`src/include/soc_cfg.svh`:
```
`ifndef SOC_CFG_SVH
`define SOC_CFG_SVH

//----------------------------------------------------------
// Bus widths
//----------------------------------------------------------
// CSR word address, bank in the top 4 bits
`define CSR_ADDR_W 14
`define CSR_DATA_W 32
// Wishbone byte address
`define WB_ADDR_W 32

// Buttons in, LEDs out
`define GPIO_IN_W 4
`define GPIO_OUT_W 2

//----------------------------------------------------------
// Reset release
//----------------------------------------------------------
// Counted from the first edge with the trigger low
// Flash goes first, so the hold count must be the larger one
`define FLASH_RST_CYCLES 16
`define RST_HOLD_CYCLES 64

// CSR bank map
`define CSR_BANK_SYSCTL 1
`define CSR_BANK_TIMER 2

// Read-only identification word
`define SYSTEM_ID 32'h534f_4331

`endif

```
`src/rtl/soc_pkg.sv`:
```
`include "soc_cfg.svh"

package soc_pkg;

	// Bank select and register index of a CSR word address
	typedef logic [3:0] csr_bank_t;
	typedef logic [`CSR_ADDR_W-5:0] csr_reg_t;

	// CSR word address, bank field on top
	typedef struct packed {
		csr_bank_t bank;
		csr_reg_t idx;
	} csr_addr_t;

	typedef logic [`CSR_DATA_W-1:0] csr_data_t;
	typedef logic [`WB_ADDR_W-1:0] wb_addr_t;

	// Wishbone to CSR bridge FSM
	typedef enum logic [1:0] {
		IDLE,
		ACCESS,
		READ,
		ACK
	} bridge_state_e;

	// System controller register map
	typedef enum csr_reg_t {
		GPIO_IN = 0,
		GPIO_OUT = 1,
		IRQ_EN = 2,
		SYSTEM_ID = 3,
		HARD_RESET = 4
	} sysctl_reg_e;

	// Timer register map
	typedef enum csr_reg_t {
		CONTROL = 0,
		COMPARE = 1,
		COUNTER = 2
	} timer_reg_e;

endpackage

```
`src/rtl/csr_if.sv`:
```
`timescale 1ns/1ps

// CSR bus shared by the bridge and all slaves
// Read data is not part of it, every slave has its own line
interface csr_if import soc_pkg::*; ();

	// Word address, valid for the single access cycle
	csr_addr_t csr_a;
	// Write strobe, high for one cycle on writes only
	logic csr_we;
	// Write data
	csr_data_t csr_dw;

	modport bridge (
		output csr_a,
		output csr_we,
		output csr_dw
	);

	modport slave (
		input csr_a,
		input csr_we,
		input csr_dw
	);

endinterface

```
`src/rtl/reset_sequencer.sv`:
```
`timescale 1ns/1ps
`include "soc_cfg.svh"

module reset_sequencer (
	input logic sys_clk,
	input logic trigger_reset,
	input logic hard_reset_req_i,
	output logic sys_rst_o,
	output logic flash_rst_n_o
);

	localparam int hold_w = $clog2(`RST_HOLD_CYCLES + 1);
	localparam int flash_w = $clog2(`FLASH_RST_CYCLES + 1);

	logic restart;
	logic [hold_w-1:0] hold_cnt;
	logic [flash_w-1:0] flash_cnt;

	// Pin reset or software request, both restart the sequence
	assign restart = trigger_reset | hard_reset_req_i;

	//----------------------------------------------------------
	// Hold counters
	//----------------------------------------------------------
	always_ff @(posedge sys_clk) begin
		if (restart) begin
			hold_cnt <= hold_w'(`RST_HOLD_CYCLES);
			flash_cnt <= flash_w'(`FLASH_RST_CYCLES);
		end else begin
			// Count down and stop at zero
			if (hold_cnt != '0)
				hold_cnt <= hold_cnt - 1'b1;
			if (flash_cnt != '0)
				flash_cnt <= flash_cnt - 1'b1;
		end
	end

	// Registered outputs, one edge behind the counters
	// Flash leaves reset first, it must be readable before boot
	always_ff @(posedge sys_clk) begin
		sys_rst_o <= (hold_cnt != '0);
		flash_rst_n_o <= (flash_cnt == '0);
	end

endmodule

```
`src/rtl/wb_csr_bridge.sv`:
```
`timescale 1ns/1ps

module wb_csr_bridge import soc_pkg::*; (
	input logic sys_clk,
	input logic sys_rst_i,

	// Wishbone slave side
	input wb_addr_t wb_adr_i,
	input csr_data_t wb_dat_i,
	output csr_data_t wb_dat_o,
	input logic wb_we_i,
	input logic wb_cyc_i,
	input logic wb_stb_i,
	output logic wb_ack_o,

	// CSR master side
	input csr_data_t csr_dr_i,
	csr_if.bridge csr
);

	bridge_state_e state;
	logic req;
	logic accept;

	// Ack still high means the master has not dropped stb yet
	assign req = wb_cyc_i & wb_stb_i & ~wb_ack_o;
	assign accept = (state == IDLE) & req;

	//----------------------------------------------------------
	// FSM
	//----------------------------------------------------------
	// IDLE -> ACCESS (CSR cycle) -> READ (latch data) -> ACK
	always_ff @(posedge sys_clk) begin
		if (sys_rst_i) begin
			state <= IDLE;
			wb_ack_o <= 1'b0;
			csr.csr_we <= 1'b0;
		end else begin
			// Both strobes are single-cycle pulses
			wb_ack_o <= 1'b0;
			csr.csr_we <= 1'b0;
			case (state)
				IDLE: begin
					if (req) begin
						state <= ACCESS;
						// Write strobe lines up with ACCESS
						csr.csr_we <= wb_we_i;
					end
				end
				ACCESS: begin
					state <= READ;
				end
				READ: begin
					state <= ACK;
				end
				ACK: begin
					wb_ack_o <= 1'b1;
					state <= IDLE;
				end
				default: begin
					state <= IDLE;
				end
			endcase
		end
	end

	//----------------------------------------------------------
	// Datapath
	//----------------------------------------------------------
	always_ff @(posedge sys_clk) begin
		// Byte address to word address
		if (accept) begin
			csr.csr_a <= wb_adr_i[$bits(csr_addr_t)+1:2];
			csr.csr_dw <= wb_dat_i;
		end
		// Slaves registered their data at the end of ACCESS
		if (state == READ)
			wb_dat_o <= csr_dr_i;
	end

endmodule

```
`src/rtl/sysctl_gpio.sv`:
```
`timescale 1ns/1ps
`include "soc_cfg.svh"

module sysctl_gpio import soc_pkg::*; #(
	parameter csr_bank_t csr_bank = 4'd0
) (
	input logic sys_clk,
	input logic sys_rst_i,

	csr_if.slave csr,
	output csr_data_t csr_dr_o,

	input logic [`GPIO_IN_W-1:0] btn_i,
	output logic [`GPIO_OUT_W-1:0] led_o,
	output logic irq_o,
	output logic hard_reset_req_o
);

	logic [`GPIO_IN_W-1:0] btn_meta;
	logic [`GPIO_IN_W-1:0] btn_sync;
	logic [`GPIO_IN_W-1:0] btn_prev;
	logic [`GPIO_IN_W-1:0] irq_en;
	logic sel;

	// Bank decode
	assign sel = (csr.csr_a.bank == csr_bank);

	//----------------------------------------------------------
	// Button inputs
	//----------------------------------------------------------
	// Two-flop synchronizer, third flop keeps the last value
	always_ff @(posedge sys_clk) begin
		btn_meta <= btn_i;
		btn_sync <= btn_meta;
		btn_prev <= btn_sync;
	end

	//----------------------------------------------------------
	// Registers and strobes
	//----------------------------------------------------------
	always_ff @(posedge sys_clk) begin
		if (sys_rst_i) begin
			led_o <= '0;
			irq_en <= '0;
			irq_o <= 1'b0;
			hard_reset_req_o <= 1'b0;
		end else begin
			// One pulse per enabled input change
			irq_o <= |((btn_sync ^ btn_prev) & irq_en);
			hard_reset_req_o <= 1'b0;
			if (sel && csr.csr_we) begin
				case (csr.csr_a.idx)
					GPIO_OUT: led_o <= csr.csr_dw[`GPIO_OUT_W-1:0];
					IRQ_EN: irq_en <= csr.csr_dw[`GPIO_IN_W-1:0];
					// Written value does not matter
					HARD_RESET: hard_reset_req_o <= 1'b1;
					// GPIO_IN and SYSTEM_ID are read-only
					default: ;
				endcase
			end
		end
	end

	// Read data, zero unless this bank is read
	always_ff @(posedge sys_clk) begin
		csr_dr_o <= '0;
		if (sel && !csr.csr_we) begin
			case (csr.csr_a.idx)
				GPIO_IN: csr_dr_o <= csr_data_t'(btn_sync);
				GPIO_OUT: csr_dr_o <= csr_data_t'(led_o);
				IRQ_EN: csr_dr_o <= csr_data_t'(irq_en);
				SYSTEM_ID: csr_dr_o <= `SYSTEM_ID;
				default: csr_dr_o <= '0;
			endcase
		end
	end

endmodule

```
`src/rtl/csr_timer.sv`:
```
`timescale 1ns/1ps
`include "soc_cfg.svh"

module csr_timer import soc_pkg::*; #(
	parameter csr_bank_t csr_bank = 4'd0
) (
	input logic sys_clk,
	input logic sys_rst_i,

	csr_if.slave csr,
	output csr_data_t csr_dr_o,

	output logic irq_o
);

	logic en;
	logic auto_restart;
	logic [`CSR_DATA_W-1:0] compare;
	logic [`CSR_DATA_W-1:0] count;
	logic sel;
	logic wr;

	// Bank decode
	assign sel = (csr.csr_a.bank == csr_bank);
	assign wr = sel & csr.csr_we;

	//----------------------------------------------------------
	// Counter and interrupt
	//----------------------------------------------------------
	always_ff @(posedge sys_clk) begin
		if (sys_rst_i) begin
			en <= 1'b0;
			auto_restart <= 1'b0;
			compare <= '0;
			count <= '0;
			irq_o <= 1'b0;
		end else begin
			irq_o <= 1'b0;
			if (en) begin
				if (count == compare) begin
					// Wrap and flag, one-shot stops here
					count <= '0;
					irq_o <= 1'b1;
					if (!auto_restart)
						en <= 1'b0;
				end else begin
					count <= count + 1'b1;
				end
			end
			// Bus writes win over counting
			if (wr) begin
				case (csr.csr_a.idx)
					CONTROL: begin
						en <= csr.csr_dw[0];
						auto_restart <= csr.csr_dw[1];
					end
					COMPARE: compare <= csr.csr_dw;
					COUNTER: count <= csr.csr_dw;
					default: ;
				endcase
			end
		end
	end

	// Read data, zero unless this bank is read
	always_ff @(posedge sys_clk) begin
		csr_dr_o <= '0;
		if (sel && !csr.csr_we) begin
			case (csr.csr_a.idx)
				CONTROL: csr_dr_o <= csr_data_t'({auto_restart, en});
				COMPARE: csr_dr_o <= compare;
				COUNTER: csr_dr_o <= count;
				default: csr_dr_o <= '0;
			endcase
		end
	end

endmodule

```
`src/rtl/soc_top.sv`:
```
`timescale 1ns/1ps
`include "soc_cfg.svh"

module soc_top import soc_pkg::*; (
	input logic sys_clk,
	input logic trigger_reset,

	// Wishbone slave, driven by the external master
	input wb_addr_t wb_adr_i,
	input csr_data_t wb_dat_i,
	output csr_data_t wb_dat_o,
	input logic wb_we_i,
	input logic wb_cyc_i,
	input logic wb_stb_i,
	output logic wb_ack_o,

	// GPIO
	input logic [`GPIO_IN_W-1:0] btn_i,
	output logic [`GPIO_OUT_W-1:0] led_o,

	// Interrupts
	output logic gpio_irq_o,
	output logic timer_irq_o,

	// Off-chip resets
	output logic flash_rst_n_o,
	output logic periph_rst_n_o
);

	logic sys_rst;
	logic hard_reset_req;
	csr_data_t csr_dr_sysctl;
	csr_data_t csr_dr_timer;
	csr_data_t csr_dr;

	csr_if csr_bus ();

	// Unselected slaves drive zero, so OR is enough
	assign csr_dr = csr_dr_sysctl | csr_dr_timer;
	assign periph_rst_n_o = ~sys_rst;

	//----------------------------------------------------------
	// Reset and bridge
	//----------------------------------------------------------
	reset_sequencer i_reset_seq (
		.sys_clk(sys_clk),
		.trigger_reset(trigger_reset),
		.hard_reset_req_i(hard_reset_req),
		.sys_rst_o(sys_rst),
		.flash_rst_n_o(flash_rst_n_o)
	);

	wb_csr_bridge i_bridge (
		.sys_clk(sys_clk),
		.sys_rst_i(sys_rst),
		.wb_adr_i(wb_adr_i),
		.wb_dat_i(wb_dat_i),
		.wb_dat_o(wb_dat_o),
		.wb_we_i(wb_we_i),
		.wb_cyc_i(wb_cyc_i),
		.wb_stb_i(wb_stb_i),
		.wb_ack_o(wb_ack_o),
		.csr_dr_i(csr_dr),
		.csr(csr_bus.bridge)
	);

	//----------------------------------------------------------
	// CSR slaves
	//----------------------------------------------------------
	sysctl_gpio #(
		.csr_bank(csr_bank_t'(`CSR_BANK_SYSCTL))
	) i_sysctl (
		.sys_clk(sys_clk),
		.sys_rst_i(sys_rst),
		.csr(csr_bus.slave),
		.csr_dr_o(csr_dr_sysctl),
		.btn_i(btn_i),
		.led_o(led_o),
		.irq_o(gpio_irq_o),
		.hard_reset_req_o(hard_reset_req)
	);

	csr_timer #(
		.csr_bank(csr_bank_t'(`CSR_BANK_TIMER))
	) i_timer (
		.sys_clk(sys_clk),
		.sys_rst_i(sys_rst),
		.csr(csr_bus.slave),
		.csr_dr_o(csr_dr_timer),
		.irq_o(timer_irq_o)
	);

endmodule

```
`config.mk`:
```
export PLATFORM = sky130hd
export DESIGN_NAME = soc_top
export DESIGN_NICKNAME = d
export VERILOG_FILES = /design/src/rtl/soc_pkg.sv /design/src/rtl/csr_if.sv /design/src/rtl/reset_sequencer.sv /design/src/rtl/wb_csr_bridge.sv /design/src/rtl/sysctl_gpio.sv /design/src/rtl/csr_timer.sv /design/src/rtl/soc_top.sv
export VERILOG_INCLUDE_DIRS = /design/src /design/src/include
export SDC_FILE = /design/constraint.sdc
export NUM_CORES = 1
export LEC_CHECK = 0
export BUFFER_PORTS_ARGS = -buffer_cell sky130_fd_sc_hd__buf_2
export CAP_MARGIN = 20
export CORE_UTILIZATION = 40
export CTS_CLUSTER_SIZE = 40
export DETAILED_ROUTE_END_ITERATION = 8
export GPL_TIMING_DRIVEN = 0
export MAX_ROUTING_LAYER = met4
export PLACE_DENSITY = 0.59
export SLEW_MARGIN = 10
export SYNTH_ARGS = -nofsm -noshare
export SYNTH_HDL_FRONTEND = slang
export SYNTH_SLANG_ARGS = --single-unit
```
`constraint.sdc`:
```
create_clock -name sys_clk -period 4.5 [get_ports sys_clk]
set_clock_uncertainty 0.05 [all_clocks]
set_input_delay 0.45 -clock sys_clk [delete_from_list [all_inputs] [get_ports sys_clk]]
set_output_delay 0.45 -clock sys_clk [all_outputs]
set_load 0.005 [all_outputs]
```
Word level (Yosys, flattened, before mapping)
Index checks and enable logic that the tools add are counted.
- bits in registers: 247
- output and inout bits: 39
- word-level logic and storage cells: 86
- $add $sub $neg: 3
- eq/ne operators: 11
- mux-type cells: 16
- bitwise gates (word level): 14
- reductions and logical operators: 17
- operator list (kind ; number):
    two-way mux 32 bit ; 4
    one-hot mux 31 bit (4 select lines) ; 1
    one-hot mux 32 bit (3 select lines) ; 1
    adder 32 x 1 -> 32 bit (second input constant) ; 1
    equality test 32 bit ; 1
    bitwise OR 32 bit ; 1
    equality test 10 x 2 -> 1 bit (second input constant) ; 2
    equality test 10 x 1 -> 1 bit (second input constant) ; 1
    equality test 10 x 3 -> 1 bit (second input constant) ; 1
    zero test 10 bit ; 1
    two-way mux 1 bit ; 8
    one-hot mux 2 bit (4 select lines) ; 1
    AND reduction 2 bit ; 4
    nonzero test 7 bit ; 1
    subtractor 7 x 1 -> 7 bit (second input constant) ; 1
    NOT 1 bit ; 6
    zero test 5 bit ; 1
    nonzero test 5 bit ; 1
    subtractor 5 x 1 -> 5 bit (second input constant) ; 1
    bitwise AND 1 bit ; 4
    bitwise AND 4 bit ; 1
    equality test 2 bit (second input constant) ; 2
    equality test 4 x 1 -> 1 bit (second input constant) ; 1
    equality test 4 x 2 -> 1 bit (second input constant) ; 1
    11 further kinds ; 14

Logic depth before layout (Yosys ltp)
- depth after elaboration: 5
- depth in mapped cells: 8

Cells and area by module
Synthesis repeated with hierarchy kept, for this count alone.
- cell total of the unflattened synthesis: 837
- area total of the unflattened synthesis: 9120.0 µm²
- modules (own cells, without submodules) (module ; instances ; cells each ; area each (µm²) ; sequential area each (µm²)):
    csr_timer ; 1 ; 530 ; 4647.0 ; 1981.9
    wb_csr_bridge ; 1 ; 98 ; 2533.7 ; 2422.3
    sysctl_gpio ; 1 ; 106 ; 1102.3 ; 500.5
    reset_sequencer ; 1 ; 70 ; 633.1 ; 280.3
    soc_top ; 1 ; 33 ; 203.9 ; 0.0

Worst setup path after synthesis
Ideal clock, no wire load.
- path type: flip-flop to flip-flop
- from: register i_bridge.state[0]
- to: register i_bridge.csr.csr_a[0] (netlist name)
- arrival: 3937 ps
- setup slack: -4 ps
- stages on the path, launching flop included: 4
- path buffers: 0
- period minus slack after synthesis: 4504 ps
- cell sequence: dfxtp_1 -> inv_1 -> ha_1 -> nor3b_1
- word-level cells in the longest chain between the ends: 2
- RTL lines (what ; RTL line ; RTL):
    start: declaration ; wb_csr_bridge.sv:21 ; bridge_state_e state;
    start signal: assignment ; wb_csr_bridge.sv:35 ; state <= IDLE;
    start signal: assignment ; wb_csr_bridge.sv:45 ; state <= ACCESS;
    start signal: assignment ; wb_csr_bridge.sv:51 ; state <= READ;
    zero test 2 bit ; wb_csr_bridge.sv:27 ; assign accept = (state == IDLE) & req;
    bitwise AND 1 bit ; wb_csr_bridge.sv:27 ;
    named net i_bridge.accept ; wb_csr_bridge.sv:23 ; logic accept;
The timed path passes the listed nets, and every way through them passes these cells.
A chain may end at the register's enable or synchronous reset.

Final worst setup path
- from: register i_bridge.csr.csr_a[9] (netlist name)
- to: register i_timer.compare[15]
- word-level cells in the longest chain between the ends: 2
- RTL lines (what ; RTL line ; RTL):
    equality test 10 x 1 -> 1 bit ; csr_timer.sv:52 ; case (csr.csr_a.idx)
    AND reduction 2 bit (no source line) ; n/a ;
    end signal: assignment ; csr_timer.sv:57 ; COMPARE: compare <= csr.csr_dw;
    end: declaration ; csr_timer.sv:18 ; logic [`CSR_DATA_W-1:0] compare;
Every way passes these cells.

==> run metrics <==
CTS resizes=0; PwrDens=around 440 nW/um^2; Cell variety after synth=43; overall routing resource usage=between 10% and 20%; Sw Share=22.4%; 1st-iter DRT viols=between 400 and 500; RSZ-0062 raised after global routing=no; Initial Util=about two fifths; ys async rst share=0%; # IOs=between 100 and 150; largest net degree at the start of global routing=34; Critical Path Max Stage Delay=730 ps; Worst path slowest cell=nor4_1; Avg Inst Size Synth=roughly 11 sq um; Min-Delay Startpoint=wb_dat_i[13]; Die W=roughly 150 um; Max VDD drop=205 uV; cell taking the most area after synthesis=dfxtp_1; synthesis-stage register bit count=220; via density per instance=~5; R2R depth=6; CTS Sinks=220; NetSw=1.02 mW; Std-Cell Rows=53; clk slew on worst S/H paths=approximately 60 ps; initial antenna violation count=0; CTS root buf=clkbuf_16; Layout Utilization=between 40% and 50%; H-tree Lvls=1; Max Cap Viol=0; RD Place Congestion=0.884; Slew HR=45.1%; Static Leakage=approximately 3.8 nW; share of layout cells above drive strength 1=between 10% and 20%; CTS Buf Count=24; vias in the first global route=5652; Hold Crit Endpoint=i_bridge.csr.csr_dw[13]; Post-Syn Nets=roughly 870; worst r2r src=i_bridge.csr.csr_a[9]; post-route minimum period=2800 ps; Detail Route Antenna Nets=0; EDFF count, synth=around 80; drt drc=0; kind of critical path=flop to flop; top-area cell type share of the netlist area=between 30% and 40%; capturing point of the worst reg2reg path=i_timer.compare[15]; P&R area growth vs syn=20.3%; Slew @ Worst Pin=a little over 800 ps; Pre-antenna DRT Iters=6; Post-synth top cells=dfxtp_1 (142), nand2_1 (110), edfxtp_1 (78); Total Wirelength=around 19 mm; Hold Path Depth=1; cell count after synthesis=roughly 800; # diodes=0; crit start category=flop; CTS tree=done; DP Area=roughly 9400 sq um; Hold Violations, Final=0; CP endpoint kind=flop; final setup TNS=0 ps; final setup vio count=0; synth top area cells=dfxtp_1 (33%), edfxtp_1 (27%), nand2_1 (4.8%); Hold Crit Class=input port to flop; Main synth FF type=dfxtp_1; Max Buffers Root-to-Sink=3; Core Footprint=around 21000 sq um; Port Buffers=93; Reg2Reg Setup Slack=between 1500 and 2000 ps; most common cell in the synthesized netlist=dfxtp_1; sequential share of the synthesized area=between 60 and 70%; period utilization=between 60 and 70%; post-route design area=10300 sq um; detailed placement HPWL=between 10 and 15 mm; fillers=between 2000 and 2500; Nets=between 900 and 1000; fmax=357 MHz; outcome=complete, no violations; Die Ht=between 100 and 150 um; Clock Latency Late Sink=slightly above 500 ps; Comb pwr share=around 7.0%; post-synth design cell area=8540 sq um; via count=5955; Syn. warnings=0; full die area=roughly 22000 sq um; worst path arrival time=approximately 3100 ps; critical-path cell list=or4_4 -> nor4_1 -> nand3_1 -> clkbuf_1 -> nand2_1 -> a21oi_1; total gr overflow=0; sequential power share=roughly 48%; Max Slew Vio Count=0; Critical Path Fanout Max=10; clock share of power=between 40 and 50%; drt wl/cell=16.1 um; Int Power=around 3.5 mW; first-pass GRT wire length=just over 30 mm; Critical Path RT=roughly 4800 ps
worst max path at each step:
stage                          start                      end  slack [ps]  depth (start not counted)
4_1_cts        i_bridge.csr.csr_a[9]      i_timer.compare[28]        1680                          6
3_5_place_dp   i_bridge.csr.csr_a[9]      i_timer.compare[28]        1690                          6
5_1_grt        i_bridge.csr.csr_a[0]      i_timer.compare[16]        1490                          7
6_report       i_bridge.csr.csr_a[9]      i_timer.compare[15]        1700                          6
3_3_place_gp                wb_cyc_i  i_bridge.csr.csr_dw[11]         420                          3
2_1_floorplan      i_bridge.state[0]    i_bridge.csr.csr_a[0]        1620                          3
cell usage in the layout (no fill, tap or decap), types with 13 or more instances in the layout:
| cell type | count |
|---|---|
| nor4_1 | 21 |
| clkbuf_1 | 36 |
| nand2_1 | 110 |
| dfxtp_1 | 142 |
| buf_2 | 102 |
| clkbuf_16 | 25 |
| inv_1 | 17 |
| xnor2_1 | 32 |
| xor2_1 | 42 |
| a22oi_1 | 32 |
| nor2_1 | 74 |
| a21oi_1 | 39 |
| nand3_1 | 13 |
| nor3_1 | 16 |
| edfxtp_1 | 78 |
| o32ai_1 | 27 |
| or2_2 | 19 |
critical path, delay by kind of cell (launching register included):
family                 cells  cell delay, ps
flip-flops                 1             380
buffers and inverters      1             360
AO/OA/AOI/OAI              1              70
AND/OR/NAND/NOR            4            1820
through the flow:
step,power [mW],hold slack (ps),cells,setup WS [ps]
global route,4.72,38.0,1204,1490
floorplan,2.44,260,785,1620
finish,4.53,57.6,1204,1700
global placement,2.55,262,1153,420
CTS,4.59,38.3,1204,1680
detailed placement,2.55,264,1156,1690
per-layer routing:
layer	GRT usage, %	vias to the layer above	part of all wire, %
li1	-	3021	-
met1	26.5	2742	48
met2	27.5	163	44
met3	2.98	29	5.7
met4	5.15	0	1.9
met5	-	-	0
power groups by stage:
stage	Clock [mW]	Sequential, mW	Combinational (mW)
after floorplan	0	2.22	0.219
after global placement	0	2.24	0.310
after detailed placement	0	2.23	0.320
after CTS	2.07	2.19	0.323
after global routing	2.16	2.20	0.359
final	2.03	2.19	0.316
registers in the layout (all words and copies together) (netlist names), 2 cells and up:
register               count
i_sysctl.btn_meta          4
i_timer.csr_dr_o          32
i_timer.compare           32
i_bridge.wb_dat_o         32
i_reset_seq.flash_cnt      5
i_sysctl.btn_sync          4
i_bridge.csr.csr_a        14
i_bridge.csr.csr_dw       32
i_timer.count             32
i_sysctl.led_o             2
i_sysctl.irq_en            4
i_bridge.state             2
i_reset_seq.hold_cnt       7
i_sysctl.csr_dr_o          5
i_sysctl.btn_prev          4
layout make-up:
class	count	area [sq um]	area share, %
buffer	49	234	2.28
clock buffer	28	647	6.30
clock inverter	16	176	1.72
inverter	17	63.8	0.621
multi-input combinational	499	3070	29.9
sequential	220	5180	50.5
tap	275	344	3.35
timing repair buffer	100	551	5.36
cell families (layout without fill, tap and decap cells):
logic type,after synthesis,count (layout),synth area share (%)
AND/OR/NAND/NOR,291,291,16.1
flip-flops,220,220,60.7
AO/OA/AOI/OAI,114,114,9.53
XOR/XNOR,74,74,7.59
buffers and inverters,66,210,3.49
multiplexers,13,13,1.54
adder cells (fa/ha/maj),7,7,1.03
repair_timing:
| action | CTS | global route |
|---|---|---|
| hold buffers | 4 | 0 |
| setup buffers | 0 | 0 |
| hold endpoints to repair | 4 | 0 |
No activity file was read; power rests on OpenSTA's default activity.
